===== src/mmu_pkg.sv =====
package mmu_pkg;

    // access kind seen by the translation unit
    typedef enum logic [1:0] {
        MEM_FETCH = 2'd0,
        MEM_LOAD  = 2'd1,
        MEM_STORE = 2'd2
    } mem_type_t;

    // current mode register
    typedef struct packed {
        logic [1:0] plv;   // privilege level
        logic       da;    // direct address mode
        logic       pg;    // paging enabled
        logic [1:0] datf;  // fetch mat in direct mode
        logic [1:0] datm;  // data mat in direct mode
    } crmd_t;

    // one direct-mapped window
    typedef struct packed {
        logic       plv0;  // usable at level 0
        logic       plv3;  // usable at level 3
        logic [1:0] mat;
        logic [2:0] pseg;  // physical segment
        logic [2:0] vseg;  // virtual segment
    } dmw_t;

    // csr fields the unit needs
    typedef struct packed {
        crmd_t       crmd;
        logic [9:0]  asid;
        dmw_t        dmw0;
        dmw_t        dmw1;
    } csr_t;

    typedef struct packed {
        logic        e;          // entry exists
        logic        g;          // global, ignores asid
        logic [9:0]  asid;
        logic        huge_page;  // 2 MB pair instead of 4 KB pair
        logic [18:0] vppn;       // va[31:13]
    } tlb_key_t;

    typedef struct packed {
        logic        v;    // valid
        logic        d;    // dirty, page writable
        logic [1:0]  plv;
        logic [1:0]  mat;
        logic [19:0] ppn;
    } tlb_value_t;

    // value[0] even page, value[1] odd page
    typedef struct packed {
        tlb_key_t        key;
        tlb_value_t [1:0] value;
    } tlb_entry_t;

    typedef struct packed {
        logic [31:0] pa;
        logic [1:0]  mat;
        logic        valid;
    } trans_result_t;

    typedef struct packed {
        logic [5:0] ecode;
    } tlb_exception_t;

    // exception codes, only meaningful while the result is not valid
    localparam logic [5:0] ECODE_NONE = 6'h00;
    localparam logic [5:0] ECODE_PIL  = 6'h01;  // load on invalid page
    localparam logic [5:0] ECODE_PIS  = 6'h02;  // store on invalid page
    localparam logic [5:0] ECODE_PIF  = 6'h03;  // fetch on invalid page
    localparam logic [5:0] ECODE_PME  = 6'h04;  // store to clean page
    localparam logic [5:0] ECODE_PPI  = 6'h07;  // privilege too low
    localparam logic [5:0] ECODE_TLBR = 6'h3F;  // tlb refill

endpackage


===== src/tlb_array.sv =====
`timescale 1ns/1ps

module tlb_array import mmu_pkg::*; #(
    parameter int unsigned TLB_ENTRY_NUM = 16,
    localparam int unsigned IDX_W = $clog2(TLB_ENTRY_NUM)
) (
    input  logic                                clk,
    input  logic                                arst_n_i,
    input  logic                                we_i,
    input  logic [IDX_W-1:0]                    windex_i,
    input  tlb_entry_t                          wentry_i,
    input  logic [IDX_W-1:0]                    rindex_i,
    output tlb_key_t   [TLB_ENTRY_NUM-1:0]      keys_o,
    output tlb_value_t [TLB_ENTRY_NUM-1:0][1:0] values_o,
    output tlb_entry_t                          rentry_o
);

    logic       [TLB_ENTRY_NUM-1:0]      e_q;      // exist bits, the only reset state
    tlb_key_t   [TLB_ENTRY_NUM-1:0]      key_q;
    tlb_value_t [TLB_ENTRY_NUM-1:0][1:0] value_q;
    tlb_entry_t                          rentry_q;

    always_ff @(posedge clk or negedge arst_n_i) begin
        if (!arst_n_i) begin
            e_q <= '0;
        end else if (we_i) begin
            e_q[windex_i] <= wentry_i.key.e;
        end
    end

    // payload of the entries
    always_ff @(posedge clk) begin
        if (we_i) begin
            key_q[windex_i]   <= wentry_i.key;
            value_q[windex_i] <= wentry_i.value;
        end
    end

    always_comb begin
        for (int i = 0; i < TLB_ENTRY_NUM; i++) begin
            keys_o[i]   = key_q[i];
            keys_o[i].e = e_q[i];  // stored e replaced by the reset copy
        end
    end

    assign values_o = value_q;

    // maintenance read, one cycle after the index
    always_ff @(posedge clk or negedge arst_n_i) begin
        if (!arst_n_i) begin
            rentry_q <= '0;
        end else begin
            rentry_q.key   <= keys_o[rindex_i];
            rentry_q.value <= values_o[rindex_i];
        end
    end

    assign rentry_o = rentry_q;

    a_windex_in_range : assert property (
        @(posedge clk) disable iff (!arst_n_i)
        we_i |-> (windex_i < TLB_ENTRY_NUM)
    ) else $error("tlb write index %0d out of range", windex_i);

endmodule


===== src/tlb_lookup.sv =====
`timescale 1ns/1ps

module tlb_lookup import mmu_pkg::*; #(
    parameter int unsigned TLB_ENTRY_NUM = 16
) (
    input  logic [31:0]                         va_i,
    input  logic [9:0]                          asid_i,
    input  tlb_key_t   [TLB_ENTRY_NUM-1:0]      keys_i,
    input  tlb_value_t [TLB_ENTRY_NUM-1:0][1:0] values_i,
    output logic                                hit_o,
    output tlb_value_t                          hit_value_o,
    output logic                                hit_huge_o
);

    logic [TLB_ENTRY_NUM-1:0] match;

    // huge pages compare only the top ten vppn bits
    function automatic logic page_match(
        input logic [31:0] va,
        input logic        huge,
        input logic [18:0] vppn
    );
        if (huge) begin
            return va[31:22] == vppn[18:9];
        end
        return va[31:13] == vppn;
    endfunction

    always_comb begin
        for (int i = 0; i < TLB_ENTRY_NUM; i++) begin
            match[i] = keys_i[i].e
                    && (keys_i[i].g || (keys_i[i].asid == asid_i))
                    && page_match(va_i, keys_i[i].huge_page, keys_i[i].vppn);
        end
    end

    assign hit_o = |match;

    // one-hot match, so an or over the hits selects the entry
    always_comb begin
        logic odd;
        hit_value_o = '0;
        hit_huge_o  = 1'b0;
        for (int i = 0; i < TLB_ENTRY_NUM; i++) begin
            odd = keys_i[i].huge_page ? va_i[21] : va_i[12];  // pair select
            if (match[i]) begin
                hit_value_o = hit_value_o | values_i[i][odd];
                hit_huge_o  = hit_huge_o | keys_i[i].huge_page;
            end
        end
    end

    a_match_onehot : assert final ($onehot0(match))
        else $error("multiple tlb entries match va %h", va_i);

endmodule


===== src/dmw_match.sv =====
`timescale 1ns/1ps

module dmw_match import mmu_pkg::*; (
    input  logic [31:0] va_i,
    input  crmd_t       crmd_i,
    input  dmw_t        dmw0_i,
    input  dmw_t        dmw1_i,
    output logic        dmw_hit_o,
    output dmw_t        dmw_sel_o
);

    logic at_plv0;
    logic at_plv3;
    logic plv_ok0;
    logic plv_ok1;
    logic hit0;
    logic hit1;

    assign at_plv0 = (crmd_i.plv == 2'd0);
    assign at_plv3 = (crmd_i.plv == 2'd3);

    // levels 1 and 2 never use a window
    assign plv_ok0 = (at_plv0 && dmw0_i.plv0) || (at_plv3 && dmw0_i.plv3);
    assign plv_ok1 = (at_plv0 && dmw1_i.plv0) || (at_plv3 && dmw1_i.plv3);

    assign hit0 = plv_ok0 && (dmw0_i.vseg == va_i[31:29]);
    assign hit1 = plv_ok1 && (dmw1_i.vseg == va_i[31:29]);

    assign dmw_hit_o = hit0 || hit1;

    // window 0 wins when both hit
    always_comb begin
        if (hit0) begin
            dmw_sel_o = dmw0_i;
        end else if (hit1) begin
            dmw_sel_o = dmw1_i;
        end else begin
            dmw_sel_o = '0;
        end
    end

endmodule


===== src/trans_check.sv =====
`timescale 1ns/1ps

module trans_check import mmu_pkg::*; (
    input  logic           clk,
    input  logic           arst_n_i,
    input  logic           flush_i,
    input  logic [31:0]    va_i,
    input  mem_type_t      mem_type_i,
    input  crmd_t          crmd_i,
    input  logic           dmw_hit_i,
    input  dmw_t           dmw_sel_i,
    input  logic           tlb_hit_i,
    input  tlb_value_t     tlb_value_i,
    input  logic           huge_i,
    output trans_result_t  trans_result_o,
    output tlb_exception_t tlb_exception_o
);

    trans_result_t  result_d;
    tlb_exception_t exc_d;
    trans_result_t  result_q;
    tlb_exception_t exc_q;
    logic [31:0]    tlb_pa;

    // 2 MB page keeps va[20:0], 4 KB page keeps va[11:0]
    assign tlb_pa = huge_i ? {tlb_value_i.ppn[19:9], va_i[20:0]}
                           : {tlb_value_i.ppn, va_i[11:0]};

    always_comb begin
        result_d  = '0;
        exc_d     = '0;
        if (crmd_i.da) begin
            result_d.pa    = va_i;
            result_d.mat   = (mem_type_i == MEM_FETCH) ? crmd_i.datf : crmd_i.datm;
            result_d.valid = 1'b1;
        end else if (dmw_hit_i) begin
            result_d.pa    = {dmw_sel_i.pseg, va_i[28:0]};
            result_d.mat   = dmw_sel_i.mat;
            result_d.valid = 1'b1;
        end else begin
            result_d.pa  = tlb_pa;
            result_d.mat = tlb_value_i.mat;
            if (!tlb_hit_i) begin
                exc_d.ecode = ECODE_TLBR;
            end else if (!tlb_value_i.v) begin
                case (mem_type_i)
                    MEM_FETCH: exc_d.ecode = ECODE_PIF;
                    MEM_LOAD:  exc_d.ecode = ECODE_PIL;
                    default:   exc_d.ecode = ECODE_PIS;
                endcase
            end else if (crmd_i.plv > tlb_value_i.plv) begin
                exc_d.ecode = ECODE_PPI;
            end else if ((mem_type_i == MEM_STORE) && !tlb_value_i.d) begin
                exc_d.ecode = ECODE_PME;
            end
            // valid only when the page passes every access check
            result_d.valid = tlb_hit_i && tlb_value_i.v
                          && (crmd_i.plv <= tlb_value_i.plv)
                          && !((mem_type_i == MEM_STORE) && !tlb_value_i.d);
        end
    end

    always_ff @(posedge clk or negedge arst_n_i) begin
        if (!arst_n_i) begin
            result_q <= '0;
            exc_q    <= '0;
        end else if (flush_i) begin
            result_q <= '0;
            exc_q    <= '0;
        end else begin
            result_q <= result_d;
            exc_q    <= exc_d;
        end
    end

    assign trans_result_o  = result_q;
    assign tlb_exception_o = exc_q;

    a_ecode_only_invalid : assert property (
        @(posedge clk) disable iff (!arst_n_i)
        (tlb_exception_o.ecode != ECODE_NONE) |-> !trans_result_o.valid
    ) else $error("ecode %h reported with a valid translation", tlb_exception_o.ecode);

endmodule


===== src/mmu_top.sv =====
`timescale 1ns/1ps

module mmu_top import mmu_pkg::*; #(
    parameter int unsigned TLB_ENTRY_NUM = 16,
    localparam int unsigned IDX_W = $clog2(TLB_ENTRY_NUM)
) (
    input  logic             clk,
    input  logic             arst_n_i,
    input  logic             flush_i,
    input  logic [31:0]      va_i,
    input  mem_type_t        mem_type_i,
    input  csr_t             csr_i,
    input  logic             tlb_we_i,
    input  logic [IDX_W-1:0] tlb_windex_i,
    input  logic [IDX_W-1:0] tlb_rindex_i,
    input  tlb_entry_t       tlb_wentry_i,
    output trans_result_t    trans_result_o,
    output tlb_exception_t   tlb_exception_o,
    output tlb_entry_t       tlb_entry_o
);

    tlb_key_t   [TLB_ENTRY_NUM-1:0]      keys;
    tlb_value_t [TLB_ENTRY_NUM-1:0][1:0] values;
    logic                                tlb_hit;
    tlb_value_t                          tlb_hit_value;
    logic                                tlb_hit_huge;
    logic                                dmw_hit;
    dmw_t                                dmw_sel;

    tlb_array #(.TLB_ENTRY_NUM(TLB_ENTRY_NUM)) i_tlb_array (
        .clk      (clk),
        .arst_n_i (arst_n_i),
        .we_i     (tlb_we_i),
        .windex_i (tlb_windex_i),
        .wentry_i (tlb_wentry_i),
        .rindex_i (tlb_rindex_i),
        .keys_o   (keys),
        .values_o (values),
        .rentry_o (tlb_entry_o)
    );

    tlb_lookup #(.TLB_ENTRY_NUM(TLB_ENTRY_NUM)) i_tlb_lookup (
        .va_i        (va_i),
        .asid_i      (csr_i.asid),
        .keys_i      (keys),
        .values_i    (values),
        .hit_o       (tlb_hit),
        .hit_value_o (tlb_hit_value),
        .hit_huge_o  (tlb_hit_huge)
    );

    dmw_match i_dmw_match (
        .va_i      (va_i),
        .crmd_i    (csr_i.crmd),
        .dmw0_i    (csr_i.dmw0),
        .dmw1_i    (csr_i.dmw1),
        .dmw_hit_o (dmw_hit),
        .dmw_sel_o (dmw_sel)
    );

    trans_check i_trans_check (
        .clk             (clk),
        .arst_n_i        (arst_n_i),
        .flush_i         (flush_i),
        .va_i            (va_i),
        .mem_type_i      (mem_type_i),
        .crmd_i          (csr_i.crmd),
        .dmw_hit_i       (dmw_hit),
        .dmw_sel_i       (dmw_sel),
        .tlb_hit_i       (tlb_hit),
        .tlb_value_i     (tlb_hit_value),
        .huge_i          (tlb_hit_huge),
        .trans_result_o  (trans_result_o),
        .tlb_exception_o (tlb_exception_o)
    );

endmodule


===== config.mk =====
export PLATFORM = sky130hd
export DESIGN_NAME = mmu_top
export DESIGN_NICKNAME = d
export VERILOG_FILES = /design/src/mmu_pkg.sv /design/src/tlb_array.sv /design/src/tlb_lookup.sv /design/src/dmw_match.sv /design/src/trans_check.sv /design/src/mmu_top.sv
export SDC_FILE = /design/constraint.sdc
export NUM_CORES = 2
export LEC_CHECK = 0
export BUFFER_PORTS_ARGS = -buffer_cell sky130_fd_sc_hd__buf_2
export CORE_MARGIN = 5
export CORE_UTILIZATION = 43
export CTS_BUF_LIST = sky130_fd_sc_hd__clkbuf_4 sky130_fd_sc_hd__clkbuf_8
export DETAILED_ROUTE_END_ITERATION = 10
export GPL_TIMING_DRIVEN = 0
export PLACE_DENSITY = 0.7
export SLEW_MARGIN = 5
export SYNTH_ARGS = -nofsm -noshare
export SYNTH_HDL_FRONTEND = slang
export SYNTH_SLANG_ARGS = --single-unit

===== constraint.sdc =====
create_clock -name clk -period 6.9 [get_ports clk]
set_input_delay 1.38 -clock clk [delete_from_list [all_inputs] [get_ports clk]]
set_output_delay 1.38 -clock clk [all_outputs]
set_load 0.1 [all_outputs]

==> out/results.tsv <==
metric	value	unit
die_w	405	um
fin_cells	6563	
syn_to_final_growth	16.2	%
violations	DRC, capacitance limit, slew limit	
syn_area	0.0671	mm2
grt_max_degree	73	
synth_flop_cell	edfxtp_1	
cp.required	7.80	ns
syn_inst	3698	
h-tree-depth	4	
postCtsSetupBuffers	0	
core	0.156	mm2
cts_hold_buf	0	
insertion_delay	0.99	ns
finalCritPeriodShare	91.4	%
grt_pass1_vias	42700	
reg2reg_depth	15	
place_inst	6100	
rows	145	
path_cells	buf_4 -> buf_8 -> buf_12 -> buf_6 -> mux2i_2 -> buf_2 -> mux2i_1 -> o22ai_1 -> nor2_1 -> nand2_1 -> nor4_1 -> ha_1 -> nor2b_1 -> o21ai_0 -> o41ai_2 -> nand2b_1 -> a21oi_1	
cts.root.buffer_cell	clkbuf_8	
async_reset_ff_share	9.48	%
max-clock-path-buffers	3	
io_buffers	256	
pin_count	293	
ys_seq_area_share	64.6	%
setup-violations-final	0	
ir_drop	154	uV
place_hpwl	178	mm
clkTransAtPathRegs	0.06	ns
ctsResizeCount	0	
cp-start-kind	input pin	
yosysWarnings	0	
max_freq	159	MHz
synth_seq_cells	1467	
route.detailed.drc	1	
start_util	43.1	%
fp.dieH	405	um
cts_buffers	226	
grt_overflow	0	
p_leak	26.8	nW
syn-mean-instance-area	18.1	um2
drt_wl_total	253	mm
synth_cell_types	57	
period_needed	6.31	ns
dr.pass1.iters	9	
report.final.hold_viol_count	0	
synth_edf_count	1328	
die-area	0.164	mm2
slew_headroom	-4.72	%
drv_slew	66	
place.gp.congestion	1.01	
hold_slack	0.357	ns
skew	0.0515	ns
final_common_cell	edfxtp_1	
grt_pass1_wl	341	mm
critPathBufInv	5	
p_sw	5.42	mW
p_comb_share	12.2	%
final_cell_mix	edfxtp_1, mux2i_1, mux4_2	
antenna_found_initial	49	
critPathMaxFanout	10	
cts_tree	yes	
swShare	26.9	%
arrival	7.21	ns
rsz0062_at_grt	false	
maxCapViolCount	8	
status	finished with violations	
drive_gt1_share	30.5	%
worstMarginPinSlew	1.57	ns
drt_iter0_markers	7850	
p_int	14.8	mW
synth_nets	3868	
cp_num_cells	17	
power.share.clock	37.8	%
pwr-share-seq	50.0	%
nets	4443	
clkSinkCount	1467	
gr-usage-all-layers	30.3	%
slowest_stage	mux2i_2	
via_per_inst	6.59	
cp-end-kind	register	
wl_per_cell	38.5	um
crit_family	buffers and inverters	
cpPeakStageDelay	1.06	ns
hold_class	in2async	
vias	43200	
power	20.2	mW
drt.antenna.violating_nets	0	
powerDensity	259	mW/mm2
critPathKind	in2reg	
## through the flow
| stage | cell area (um2) | setup WS [ns] | TNS, ns | utilization, % |
|---|---|---|---|---|
| 6_report | 78000 | 0.593 | 0 | 50.1 |
| 5_1_grt | 77900 | 0.687 | 0 | 50.0 |
| 4_1_cts | 77800 | 0.951 | 0 | 50.0 |
| 3_5_place_dp | 73100 | -0.0817 | -0.0817 | 46.9 |
| 3_3_place_gp | 71000 | -4.35 | -4282.57 | 45.6 |
| 2_1_floorplan | 67100 | 0.772 | 0 | - |
## cell usage after synthesis, types with 5 or more instances
cell | count | area (um2)
edfxtp_1 | 1328 | 39900
mux2i_1 | 432 | 4320
mux4_2 | 420 | 9460
xor2_1 | 243 | 2130
xnor2_1 | 224 | 1960
o22ai_1 | 151 | 945
dfrtp_1 | 139 | 3480
clkbuf_1 | 95 | 357
nor2_1 | 75 | 282
nor4_1 | 64 | 400
buf_2 | 51 | 255
nor3_1 | 47 | 235
nand4_1 | 46 | 288
or3_1 | 39 | 244
buf_1 | 37 | 139
o22a_1 | 27 | 236
buf_6 | 24 | 270
nand3_1 | 23 | 115
a41oi_1 | 22 | 193
o221ai_1 | 22 | 193
buf_4 | 20 | 150
mux2_2 | 16 | 180
nor2b_1 | 16 | 100
mux2i_2 | 14 | 193
a21oi_1 | 11 | 55.1
nand2b_1 | 10 | 62.6
a31oi_1 | 9 | 56.3
buf_12 | 8 | 160
o21ai_0 | 8 | 40.0
o21bai_1 | 8 | 60.1
a41o_1 | 6 | 60.1
nand2_1 | 6 | 22.5
a221o_1 | 5 | 50.1
buf_8 | 5 | 75.1
## worst reg2reg max path, stage by stage, from the launching register on
cell	delay (ns)
edfxtp_1	0.41
xor2_1	0.19
nor4_1	0.67
a41oi_1	0.62
nor4_1	1.01
nand2b_1	0.59
o22ai_1	0.29
nor2_1	0.06
nand2_1	0.05
nor4_1	0.09
ha_1	0.30
nor2b_1	0.13
o21ai_0	0.80
o41ai_2	0.40
nand2b_1	0.25
a21oi_1	0.16
## registers in the layout, indices dropped and copies added (netlist names)
| register | cells |
|---|---|
| i_tlb_array.values_o | 832 |
| i_tlb_array.keys_o | 496 |
| i_tlb_array.rentry_o | 84 |
| i_trans_check.trans_result_o | 35 |
| i_tlb_array.e_q | 16 |
| i_trans_check.tlb_exception_o | 4 |
## path summary, 6_finish.rpt
path / endpoint / startpoint / slack [ns]
max in group asynchronous: i_trans_check.trans_result_o[1] / arst_n_i / 5.58
setup / recovery: i_trans_check.trans_result_o[0] / va_i[21] / 0.59
setup reg to reg: i_trans_check.trans_result_o[0] / i_tlb_array.keys_o[440] / 0.80
min in group clk: i_tlb_array.e_q[3] / i_tlb_array.e_q[3] / 0.54
hold / removal: i_tlb_array.rentry_o[77] / arst_n_i / 0.36
hold reg to reg: i_tlb_array.e_q[3] / i_tlb_array.e_q[3] / 0.54
## power by group through the flow
stage          Sequential, mW  Combinational (mW)  Clock (mW)
2_1_floorplan            10.8               0.971           0
3_3_place_gp             10.3                2.33           0
3_5_place_dp             10.3                2.40           0
4_1_cts                  10.1                2.41        7.63
5_1_grt                  10.1                2.49        8.05
6_report                 10.1                2.46        7.63
## logic make-up after synthesis
logic type               share of synthesized area [%]
XOR/XNOR                                          6.17
AND/OR/NAND/NOR                                   2.83
multiplexers                                      21.2
adder cells (fa/ha/maj)                         0.0373
AO/OA/AOI/OAI                                     3.04
buffers and inverters                             2.12
flip-flops                                        64.6
## cell type report
cell class              instances  area (um2)
well taps                    2058        2570
multi-input cells            1987       22500
flip-flops and latches       1467       43400
clock buffers                 341        4160
clock inverters                86         588
diodes                         33        82.6
plain buffers                 240        1450
fillers                     12700       77700
repair buffers                347        3190
inverters                       4        15.0
## metal layers
| metal | GRT usage (%) | vias to the layer above | wire (um) | part of all wire, % |
|---|---|---|---|---|
| met4 | 18.0 | 30 | 18800 | 7.4 |
| li1 | - | 16400 | - | - |
| met2 | 44.8 | 4095 | 110000 | 44 |
| met3 | 12.1 | 959 | 39100 | 15 |
| met1 | 37.6 | 21800 | 84600 | 33 |
| met5 | 0 | - | 356 | 0.14 |
Power figures use the tool's default switching activity.
